File: src/verilog/core_pkg.sv
package core_pkg;

	localparam int XLEN   = 32;
	localparam int REG_AW = 4;

	localparam logic [4:0] OPC_LUI   = 5'b01101;
	localparam logic [4:0] OPC_AUIPC = 5'b00101;
	localparam logic [4:0] OPC_ADDI  = 5'b00100;
	localparam logic [4:0] OPC_ADD   = 5'b01100;
	localparam logic [4:0] OPC_LW    = 5'b00000;
	localparam logic [4:0] OPC_SW    = 5'b01000;

	typedef enum logic [2:0] {
		OP_NOP,
		OP_LUI,
		OP_AUIPC,
		OP_ADDI,
		OP_ADD,
		OP_LW,
		OP_SW
	} op_class_e;

	typedef struct packed {
		logic [6:0] funct7;
		logic [4:0] rs2;
		logic [4:0] rs1;
		logic [2:0] funct3;
		logic [4:0] rd;
		logic [6:0] opcode;
	} r_fmt_t;

	typedef struct packed {
		logic [11:0] imm;
		logic [4:0]  rs1;
		logic [2:0]  funct3;
		logic [4:0]  rd;
		logic [6:0]  opcode;
	} i_fmt_t;

	typedef struct packed {
		logic [6:0] imm_hi;
		logic [4:0] rs2;
		logic [4:0] rs1;
		logic [2:0] funct3;
		logic [4:0] imm_lo;
		logic [6:0] opcode;
	} s_fmt_t;

	typedef struct packed {
		logic [19:0] imm;
		logic [4:0]  rd;
		logic [6:0]  opcode;
	} u_fmt_t;

	typedef union packed {
		r_fmt_t r;
		i_fmt_t i;
		s_fmt_t s;
		u_fmt_t u;
	} inst_u;

endpackage

File: src/verilog/pipe_ifs.sv
`timescale 1ns/1ns

interface ex_bus_if import core_pkg::*; ();
	logic              valid;
	op_class_e         op;
	logic [REG_AW-1:0] rd;
	logic              reg_wen;
	logic [XLEN-1:0]   src1;
	logic [XLEN-1:0]   src2;
	logic [XLEN-1:0]   imm;
	logic [XLEN-1:0]   pc;

	modport source (output valid, op, rd, reg_wen, src1, src2, imm, pc);
	modport sink   (input  valid, op, rd, reg_wen, src1, src2, imm, pc);
endinterface

interface mem_bus_if import core_pkg::*; ();
	logic              valid;
	logic              is_load;
	logic              is_store;
	logic [REG_AW-1:0] rd;
	logic              reg_wen;
	logic [XLEN-1:0]   result; // alu value, or the address for loads and stores.
	logic [XLEN-1:0]   store_data;

	modport source (output valid, is_load, is_store, rd, reg_wen, result, store_data);
	modport sink   (input  valid, is_load, is_store, rd, reg_wen, result, store_data);
endinterface

interface bypass_if import core_pkg::*; ();
	logic              valid;
	logic [REG_AW-1:0] rd;
	logic              reg_wen;
	logic              is_load;
	logic [XLEN-1:0]   value;

	modport source (output valid, rd, reg_wen, is_load, value);
	modport sink   (input  valid, rd, reg_wen, is_load, value);
endinterface

File: src/verilog/inst_queue.sv
`timescale 1ns/1ns

module inst_queue #(
	parameter int QUEUE_DEPTH = 4
) (
	input  logic        clock,
	input  logic        arst_n,
	input  logic        inst_valid,
	input  logic [31:0] inst,
	output logic        head_valid,
	output logic [31:0] head_inst,
	input  logic        pop,
	output logic        inst_credit
);

	localparam int PTR_W = (QUEUE_DEPTH > 1) ? $clog2(QUEUE_DEPTH) : 1;
	localparam int CNT_W = $clog2(QUEUE_DEPTH + 1);
	localparam logic [PTR_W-1:0] LAST = PTR_W'(QUEUE_DEPTH - 1);

	logic [31:0]      entries [QUEUE_DEPTH];
	logic [PTR_W-1:0] wr_ptr;
	logic [PTR_W-1:0] rd_ptr;
	logic [CNT_W-1:0] count;

	assign head_valid = (count != '0);
	assign head_inst  = entries[rd_ptr];

	always_ff @(posedge clock) begin
		if (inst_valid) begin
			entries[wr_ptr] <= inst; // the sender's credits keep this slot free.
		end
	end

	always_ff @(posedge clock or negedge arst_n) begin
		if (!arst_n) begin
			wr_ptr      <= '0;
			rd_ptr      <= '0;
			count       <= '0;
			inst_credit <= 1'b0;
		end else begin
			if (inst_valid) begin
				wr_ptr <= (wr_ptr == LAST) ? '0 : wr_ptr + 1'b1;
			end
			if (pop) begin
				rd_ptr <= (rd_ptr == LAST) ? '0 : rd_ptr + 1'b1;
			end
			case ({inst_valid, pop})
				2'b10:   count <= count + 1'b1;
				2'b01:   count <= count - 1'b1;
				default: count <= count;
			endcase
			inst_credit <= pop; // one credit back per popped entry.
		end
	end

endmodule

File: src/verilog/decode_stage.sv
`timescale 1ns/1ns

module decode_stage import core_pkg::*; #(
	parameter logic [XLEN-1:0] RESET_PC = '0
) (
	input  logic              clock,
	input  logic              arst_n,
	input  logic              head_valid,
	input  logic [31:0]       head_inst,
	output logic              pop,
	output logic [REG_AW-1:0] rs1,
	output logic [REG_AW-1:0] rs2,
	input  logic [XLEN-1:0]   rdata1,
	input  logic [XLEN-1:0]   rdata2,
	ex_bus_if.source          ex,
	bypass_if.sink            m_byp,
	bypass_if.sink            w_byp
);

	inst_u             iw;
	op_class_e         cls;
	logic [XLEN-1:0]   imm;
	logic [REG_AW-1:0] rd;
	logic              reg_wen;
	logic              need_rs1;
	logic              need_rs2;
	logic              rs1_ex_hit;
	logic              rs2_ex_hit;
	logic              rs1_m_hit;
	logic              rs2_m_hit;
	logic              rs1_w_hit;
	logic              rs2_w_hit;
	logic              stall;
	logic [XLEN-1:0]   src1;
	logic [XLEN-1:0]   src2;
	logic [XLEN-1:0]   pc;

	function automatic logic src_hit(
		input logic              valid,
		input logic              wen,
		input logic [REG_AW-1:0] dst,
		input logic [REG_AW-1:0] src
	);
		return valid & wen & (dst != '0) & (dst == src);
	endfunction

	assign iw  = head_inst;
	assign rs1 = iw.r.rs1[REG_AW-1:0]; // rv32e only has sixteen registers.
	assign rs2 = iw.r.rs2[REG_AW-1:0];
	assign rd  = iw.r.rd[REG_AW-1:0];

	always_comb begin
		cls = OP_NOP;
		imm = '0;
		case (iw.r.opcode[6:2])
			OPC_LUI: begin
				cls = OP_LUI;
				imm = {iw.u.imm, 12'b0};
			end
			OPC_AUIPC: begin
				cls = OP_AUIPC;
				imm = {iw.u.imm, 12'b0};
			end
			OPC_ADDI: begin
				cls = OP_ADDI;
				imm = {{20{iw.i.imm[11]}}, iw.i.imm};
			end
			OPC_ADD: begin
				cls = OP_ADD;
			end
			OPC_LW: begin
				cls = OP_LW;
				imm = {{20{iw.i.imm[11]}}, iw.i.imm};
			end
			OPC_SW: begin
				cls = OP_SW;
				imm = {{20{iw.s.imm_hi[6]}}, iw.s.imm_hi, iw.s.imm_lo};
			end
			default: begin
				cls = OP_NOP; // anything else moves down the pipe as a bubble.
			end
		endcase
	end

	assign reg_wen  = cls inside {OP_LUI, OP_AUIPC, OP_ADDI, OP_ADD, OP_LW};
	assign need_rs1 = cls inside {OP_ADDI, OP_ADD, OP_LW, OP_SW};
	assign need_rs2 = cls inside {OP_ADD, OP_SW};

	assign rs1_ex_hit = src_hit(ex.valid, ex.reg_wen, ex.rd, rs1);
	assign rs2_ex_hit = src_hit(ex.valid, ex.reg_wen, ex.rd, rs2);
	assign rs1_m_hit  = src_hit(m_byp.valid, m_byp.reg_wen, m_byp.rd, rs1);
	assign rs2_m_hit  = src_hit(m_byp.valid, m_byp.reg_wen, m_byp.rd, rs2);
	assign rs1_w_hit  = src_hit(w_byp.valid, w_byp.reg_wen, w_byp.rd, rs1);
	assign rs2_w_hit  = src_hit(w_byp.valid, w_byp.reg_wen, w_byp.rd, rs2);

	// The execute result is not ready yet, and a load in memory has no data until writeback.
	assign stall = need_rs1 & (rs1_ex_hit | (rs1_m_hit & m_byp.is_load)) |
	               need_rs2 & (rs2_ex_hit | (rs2_m_hit & m_byp.is_load));

	assign pop = head_valid & ~stall;

	assign src1 = rs1_m_hit ? m_byp.value : rs1_w_hit ? w_byp.value : rdata1;
	assign src2 = rs2_m_hit ? m_byp.value : rs2_w_hit ? w_byp.value : rdata2;

	always_ff @(posedge clock or negedge arst_n) begin
		if (!arst_n) begin
			ex.valid <= 1'b0;
			pc       <= RESET_PC;
		end else begin
			ex.valid <= pop; // execute never stalls, so this empties itself.
			if (pop) begin
				pc <= pc + 32'd4;
			end
		end
	end

	always_ff @(posedge clock) begin
		if (pop) begin
			ex.op      <= cls;
			ex.rd      <= rd;
			ex.reg_wen <= reg_wen;
			ex.src1    <= src1;
			ex.src2    <= src2;
			ex.imm     <= imm;
			ex.pc      <= pc;
		end
	end

endmodule

File: src/verilog/reg_file.sv
`timescale 1ns/1ns

module reg_file import core_pkg::*; (
	input  logic              clock,
	input  logic              arst_n,
	input  logic [REG_AW-1:0] rs1,
	input  logic [REG_AW-1:0] rs2,
	output logic [XLEN-1:0]   rdata1,
	output logic [XLEN-1:0]   rdata2,
	bypass_if.sink            wr
);

	logic [XLEN-1:0] regs [1 << REG_AW];

	assign rdata1 = (rs1 == '0) ? '0 : regs[rs1];
	assign rdata2 = (rs2 == '0) ? '0 : regs[rs2];

	always_ff @(posedge clock or negedge arst_n) begin
		if (!arst_n) begin
			for (int k = 0; k < (1 << REG_AW); k++) begin
				regs[k] <= '0;
			end
		end else if (wr.valid & wr.reg_wen & (wr.rd != '0)) begin
			regs[wr.rd] <= wr.value; // decode forwards this value in the same cycle.
		end
	end

endmodule

File: src/verilog/exec_unit.sv
`timescale 1ns/1ns

module exec_unit import core_pkg::*; (
	input  logic      clock,
	input  logic      arst_n,
	ex_bus_if.sink    ex,
	mem_bus_if.source mem,
	bypass_if.source  m_byp
);

	logic [XLEN-1:0] result;

	always_comb begin
		case (ex.op)
			OP_LUI:   result = ex.imm;
			OP_AUIPC: result = ex.pc + ex.imm;
			OP_ADD:   result = ex.src1 + ex.src2;
			default:  result = ex.src1 + ex.imm; // addi, and the address of lw and sw.
		endcase
	end

	always_ff @(posedge clock or negedge arst_n) begin
		if (!arst_n) begin
			mem.valid <= 1'b0;
		end else begin
			mem.valid <= ex.valid;
		end
	end

	always_ff @(posedge clock) begin
		if (ex.valid) begin
			mem.is_load    <= (ex.op == OP_LW);
			mem.is_store   <= (ex.op == OP_SW);
			mem.rd         <= ex.rd;
			mem.reg_wen    <= ex.reg_wen;
			mem.result     <= result;
			mem.store_data <= ex.src2;
		end
	end

	assign m_byp.valid   = mem.valid;
	assign m_byp.rd      = mem.rd;
	assign m_byp.reg_wen = mem.reg_wen;
	assign m_byp.is_load = mem.is_load;
	assign m_byp.value   = mem.result; // only an address when is_load is set.

endmodule

File: src/verilog/mem_unit.sv
`timescale 1ns/1ns

module mem_unit import core_pkg::*; #(
	parameter int DMEM_WORDS = 64
) (
	input  logic              clock,
	input  logic              arst_n,
	mem_bus_if.sink           mem,
	bypass_if.source          w_byp,
	output logic              retire_valid,
	output logic [REG_AW-1:0] retire_rd,
	output logic [XLEN-1:0]   retire_data
);

	localparam int IDX_W = $clog2(DMEM_WORDS);

	logic [XLEN-1:0]  dmem [DMEM_WORDS];
	logic [IDX_W-1:0] idx;

	assign idx = mem.result[IDX_W+1:2]; // word index wraps at the memory size.

	always_ff @(posedge clock or negedge arst_n) begin
		if (!arst_n) begin
			for (int k = 0; k < DMEM_WORDS; k++) begin
				dmem[k] <= '0;
			end
		end else if (mem.valid & mem.is_store) begin
			dmem[idx] <= mem.store_data;
		end
	end

	always_ff @(posedge clock or negedge arst_n) begin
		if (!arst_n) begin
			w_byp.valid <= 1'b0;
		end else begin
			w_byp.valid <= mem.valid;
		end
	end

	always_ff @(posedge clock) begin
		if (mem.valid) begin
			w_byp.rd      <= mem.rd;
			w_byp.reg_wen <= mem.reg_wen;
			w_byp.is_load <= mem.is_load;
			w_byp.value   <= mem.is_load ? dmem[idx] : mem.result;
		end
	end

	// Stores, bubbles and writes to x0 leave no trace on the retire port.
	assign retire_valid = w_byp.valid & w_byp.reg_wen & (w_byp.rd != '0);
	assign retire_rd    = w_byp.rd;
	assign retire_data  = w_byp.value;

endmodule

File: src/verilog/core_top.sv
`timescale 1ns/1ns

module core_top import core_pkg::*; #(
	parameter int              QUEUE_DEPTH = 4,
	parameter int              DMEM_WORDS  = 64,
	parameter logic [XLEN-1:0] RESET_PC    = '0
) (
	input  logic              clock,
	input  logic              arst_n,
	input  logic              inst_valid,
	input  logic [31:0]       inst,
	output logic              inst_credit,
	output logic              retire_valid,
	output logic [REG_AW-1:0] retire_rd,
	output logic [XLEN-1:0]   retire_data
);

	logic              head_valid;
	logic [31:0]       head_inst;
	logic              pop;
	logic [REG_AW-1:0] rs1;
	logic [REG_AW-1:0] rs2;
	logic [XLEN-1:0]   rdata1;
	logic [XLEN-1:0]   rdata2;

	ex_bus_if  ex_bus ();
	mem_bus_if mem_bus ();
	bypass_if  m_byp ();
	bypass_if  w_byp ();

	inst_queue #(.QUEUE_DEPTH(QUEUE_DEPTH)) queue0 (
		.clock(clock),
		.arst_n(arst_n),
		.inst_valid(inst_valid),
		.inst(inst),
		.head_valid(head_valid),
		.head_inst(head_inst),
		.pop(pop),
		.inst_credit(inst_credit)
	);

	decode_stage #(.RESET_PC(RESET_PC)) decode0 (
		.clock(clock),
		.arst_n(arst_n),
		.head_valid(head_valid),
		.head_inst(head_inst),
		.pop(pop),
		.rs1(rs1),
		.rs2(rs2),
		.rdata1(rdata1),
		.rdata2(rdata2),
		.ex(ex_bus),
		.m_byp(m_byp),
		.w_byp(w_byp)
	);

	reg_file regs0 (
		.clock(clock),
		.arst_n(arst_n),
		.rs1(rs1),
		.rs2(rs2),
		.rdata1(rdata1),
		.rdata2(rdata2),
		.wr(w_byp)
	);

	exec_unit exec0 (
		.clock(clock),
		.arst_n(arst_n),
		.ex(ex_bus),
		.mem(mem_bus),
		.m_byp(m_byp)
	);

	mem_unit #(.DMEM_WORDS(DMEM_WORDS)) mem0 (
		.clock(clock),
		.arst_n(arst_n),
		.mem(mem_bus),
		.w_byp(w_byp),
		.retire_valid(retire_valid),
		.retire_rd(retire_rd),
		.retire_data(retire_data)
	);

endmodule

File: config.mk
export PLATFORM = sky130hd
export DESIGN_NAME = core_top
export DESIGN_NICKNAME = d
export VERILOG_FILES = /design/src/verilog/core_pkg.sv /design/src/verilog/pipe_ifs.sv /design/src/verilog/inst_queue.sv /design/src/verilog/decode_stage.sv /design/src/verilog/reg_file.sv /design/src/verilog/exec_unit.sv /design/src/verilog/mem_unit.sv /design/src/verilog/core_top.sv
export SDC_FILE = /design/constraint.sdc
export NUM_CORES = 2
export LEC_CHECK = 0
export BUFFER_PORTS_ARGS = -buffer_cell sky130_fd_sc_hd__buf_2
export CAP_MARGIN = 20
export CORE_ASPECT_RATIO = 0.75
export CORE_MARGIN = 8
export CORE_UTILIZATION = 65
export CTS_BUF_LIST = sky130_fd_sc_hd__clkbuf_2 sky130_fd_sc_hd__clkbuf_4 sky130_fd_sc_hd__clkbuf_8
export DETAILED_ROUTE_END_ITERATION = 6
export PLACE_DENSITY = 0.83
export SKIP_CTS_REPAIR_TIMING = 1
export SLEW_MARGIN = 20
export SYNTH_ARGS = -nofsm -noshare
export SYNTH_HDL_FRONTEND = slang
export SYNTH_HIERARCHICAL = 1
export SYNTH_SLANG_ARGS = --single-unit
export TNS_END_PERCENT = 100
File: constraint.sdc
create_clock -name clock -period 10.56 [get_ports clock]
set_clock_uncertainty 0.2 [all_clocks]
set_input_delay 3.168 -clock clock [delete_from_list [all_inputs] [get_ports clock]]
set_output_delay 3.168 -clock clock [all_outputs]
set_load 0.005 [all_outputs]
==> out/metrics.yaml <==
timing.fmax_mhz: 170.9
worst_r2r_startpoint: "exec0/m_byp.value[4]"
clk_pin_slew_worst_paths_ps: 60
std_cell_rows: 147
cts_tree: "built"
grt_util_all_layers_pct: 37.67
hold_vio_cnt_final: 0
timing.critical_path.from_type: "register"
power_density_nw_per_um2: 320.6
pin_slew_with_the_least_headroom_to_its_limit_ps: 1313
whs_endpoint: "exec0/mem.store_data[2]"
static-leakage-power_nw: 70.61
hold_path.class: "reg2reg"
registers.top_by_ff_count: "mem0/dmem"
drc_errors: 8
maximum_number_of_pins_on_one_net_before_global_route_repair: 179
min_period_over_period_pct: 55.41
worstSetupPathType: "reg2reg"
ios: 73
synthesis.area_um2: 140100
timing.critical_path.fanout_max: 90
core_area_um2: 214100
tritoncts_num_sinks: 2931
r2r_slack_ps: 4710
min_from: "decode0/ex.src2[2]"
finalMaxSlewViolations: 0
p_total_w: 0.04855
post_drt_via_cell_ratio: 7.291
syn_avg_cell_area_um2: 13.95
drive_above_1_share_pct: 41.75
max_reg_flops: 2048
cts_buffer_depth: 4
dpl_cell_area_um2: 141900
shortest_period_the_worst_path_allows_ps: 5851
worst_hold_path.num_cells: 0
rsz0062_at_grt: "false"
grt_pass1_vias: 95760
grt_antenna_before_repair: 61
yosys_warnings: 6
number_of_clock_buffers_inserted_by_tritoncts: 439
finalWeightedCongestion: 0.9652
drt-wirelength-per-cell_um: 34.27
insertion_delay_ps: 1080
critPathArrivalTime_ps: 6420
relSlewSlack_pct: 12.47
wire_length_of_the_first_global_routing_pass_um: 649100
violations: "DRC"
postRouteAntennaNets: 0
grt_overflow_total: 0
drt_pass1_iterations: 7
syn2layout_area_growth_pct: 8.077
totalNegativeSetupSlack_ps: 0
timing.critical_path.required_ps: 11130
gr-max-usage-layer: "met2"
cts_root_buffer: "sky130_fd_sc_hd__clkbuf_8"
routed-via-count: 94770
layout_top_registers: "mem0/dmem: 2048 flops, regs0/regs: 480 flops, queue0/entries: 120 flops"
syn_inst: 10040
use_met1_pct: 50.83
die-area_um2: 230900
port_buffers: 70
worst_r2r_path_depth: 9
floorplan.initialDensity_pct: 65.46
place.detailed.hpwl_um: 271200
die_width_um: 552.2
detail_route.wirelength_um: 445500
setup.worst_path.end_class: "register"
irDropWorstVdd_mv: 0.2791
max_cap_violations: 0
endpoint_of_the_most_critical_register_to_register_path: "mem0/retire_data[24]"
drt-initial-drc-count: 13970
run_status: "finished, violations left"
global_route_met2_usage_pct: 51.03
design_area_um2: 151500
die-height_um: 418.1
use_met3_pct: 18.10
finalNetCount: 9909
layout.filler_cells: 13680
cts-htree-levels: 5
setup-violations-final: 0
through the flow:
step | cells | worst slack (ps) | hold WS, ps | utilization, %
6_report | 13000 | 4709 | 234.4 | 70.74
5_1_grt | 12980 | 4759 | 250.9 | 70.72
4_1_cts | 12970 | 4916 | 251.2 | 70.68
3_5_place_dp | 12180 | 4837 | 234.3 | 66.27
3_3_place_gp | 12180 | 4890 | 233.2 | 66.26
2_1_floorplan | 10050 | 6051 | 220.4 | -
critical path: stages (launching register included):
cell and delay [ps]:
sky130_fd_sc_hd__edfxtp_1 680, sky130_fd_sc_hd__buf_12 570, sky130_fd_sc_hd__buf_4 540, sky130_fd_sc_hd__buf_4 620, sky130_fd_sc_hd__mux4_2 410, sky130_fd_sc_hd__mux2i_1 290, sky130_fd_sc_hd__o21ai_0 260, sky130_fd_sc_hd__nor4_2 1010
sky130_fd_sc_hd__o211ai_1 410, sky130_fd_sc_hd__o32a_1 440
layout make-up:
class	count	area [µm²]	area share [%]
diodes	25	62.56	0.04131
clock inverters	95	850.8	0.5618
clock buffers	689	8607	5.683
repair buffers	360	2839	1.874
well taps	2831	3542	2.339
multi-input cells	6038	60280	39.80
flip-flops and latches	2931	75160	49.63
inverters	29	118.9	0.07848
layer usage:
layer	vias up	share of wire [%]
met5	-	0.16
met4	46	5.7
met3	1597	16
met2	6726	41
met1	49270	38
li1	37140	-
report_power, final:
part,switching (W),internal (W)
Combinational,0.0125,0.00765
Clock,0.00452,0.00547
Sequential,0.00284,0.0155
how the worst max path moves through the flow:
stage                                       end  slack [ps]                  from
after detailed placement        regs0/regs[352]        4840                arst_n
after floorplan           queue0/entries[2][10]        6050            inst_valid
after CTS                       retire_data[18]        4920  mem0/retire_data[18]
after global routing         decode0/ex.src2[3]        4760      queue0/rd_ptr[0]
final                      mem0/retire_data[24]        4710  exec0/m_byp.value[4]
after global placement            regs0/regs[0]        4890                arst_n
cell usage in the layout, fill, tap and decap left out, types with 35 or more instances in the layout:
master                      count
sky130_fd_sc_hd__a22oi_1      242
sky130_fd_sc_hd__buf_2         69
sky130_fd_sc_hd__xnor2_1       49
sky130_fd_sc_hd__mux2_4       120
sky130_fd_sc_hd__o21ai_0      156
sky130_fd_sc_hd__nand2_1      185
sky130_fd_sc_hd__a221oi_1     226
sky130_fd_sc_hd__xor2_1        56
sky130_fd_sc_hd__mux4_2       292
sky130_fd_sc_hd__a21o_1        45
sky130_fd_sc_hd__clkbuf_4     142
sky130_fd_sc_hd__nand3_1       45
sky130_fd_sc_hd__mux2i_1      480
sky130_fd_sc_hd__nor2_4        76
sky130_fd_sc_hd__nor2_1       278
sky130_fd_sc_hd__mux2_1       121
sky130_fd_sc_hd__edfxtp_1     362
sky130_fd_sc_hd__a21oi_1      293
sky130_fd_sc_hd__mux2_2      2520
sky130_fd_sc_hd__buf_4        262
sky130_fd_sc_hd__a2111oi_0     35
sky130_fd_sc_hd__a31oi_1       39
sky130_fd_sc_hd__ha_1          72
sky130_fd_sc_hd__o22ai_1      142
sky130_fd_sc_hd__clkinv_2      48
sky130_fd_sc_hd__clkbuf_8     550
sky130_fd_sc_hd__a221o_1       74
sky130_fd_sc_hd__dfrtp_1     2566
No activity file was read; power rests on OpenSTA's default activity.
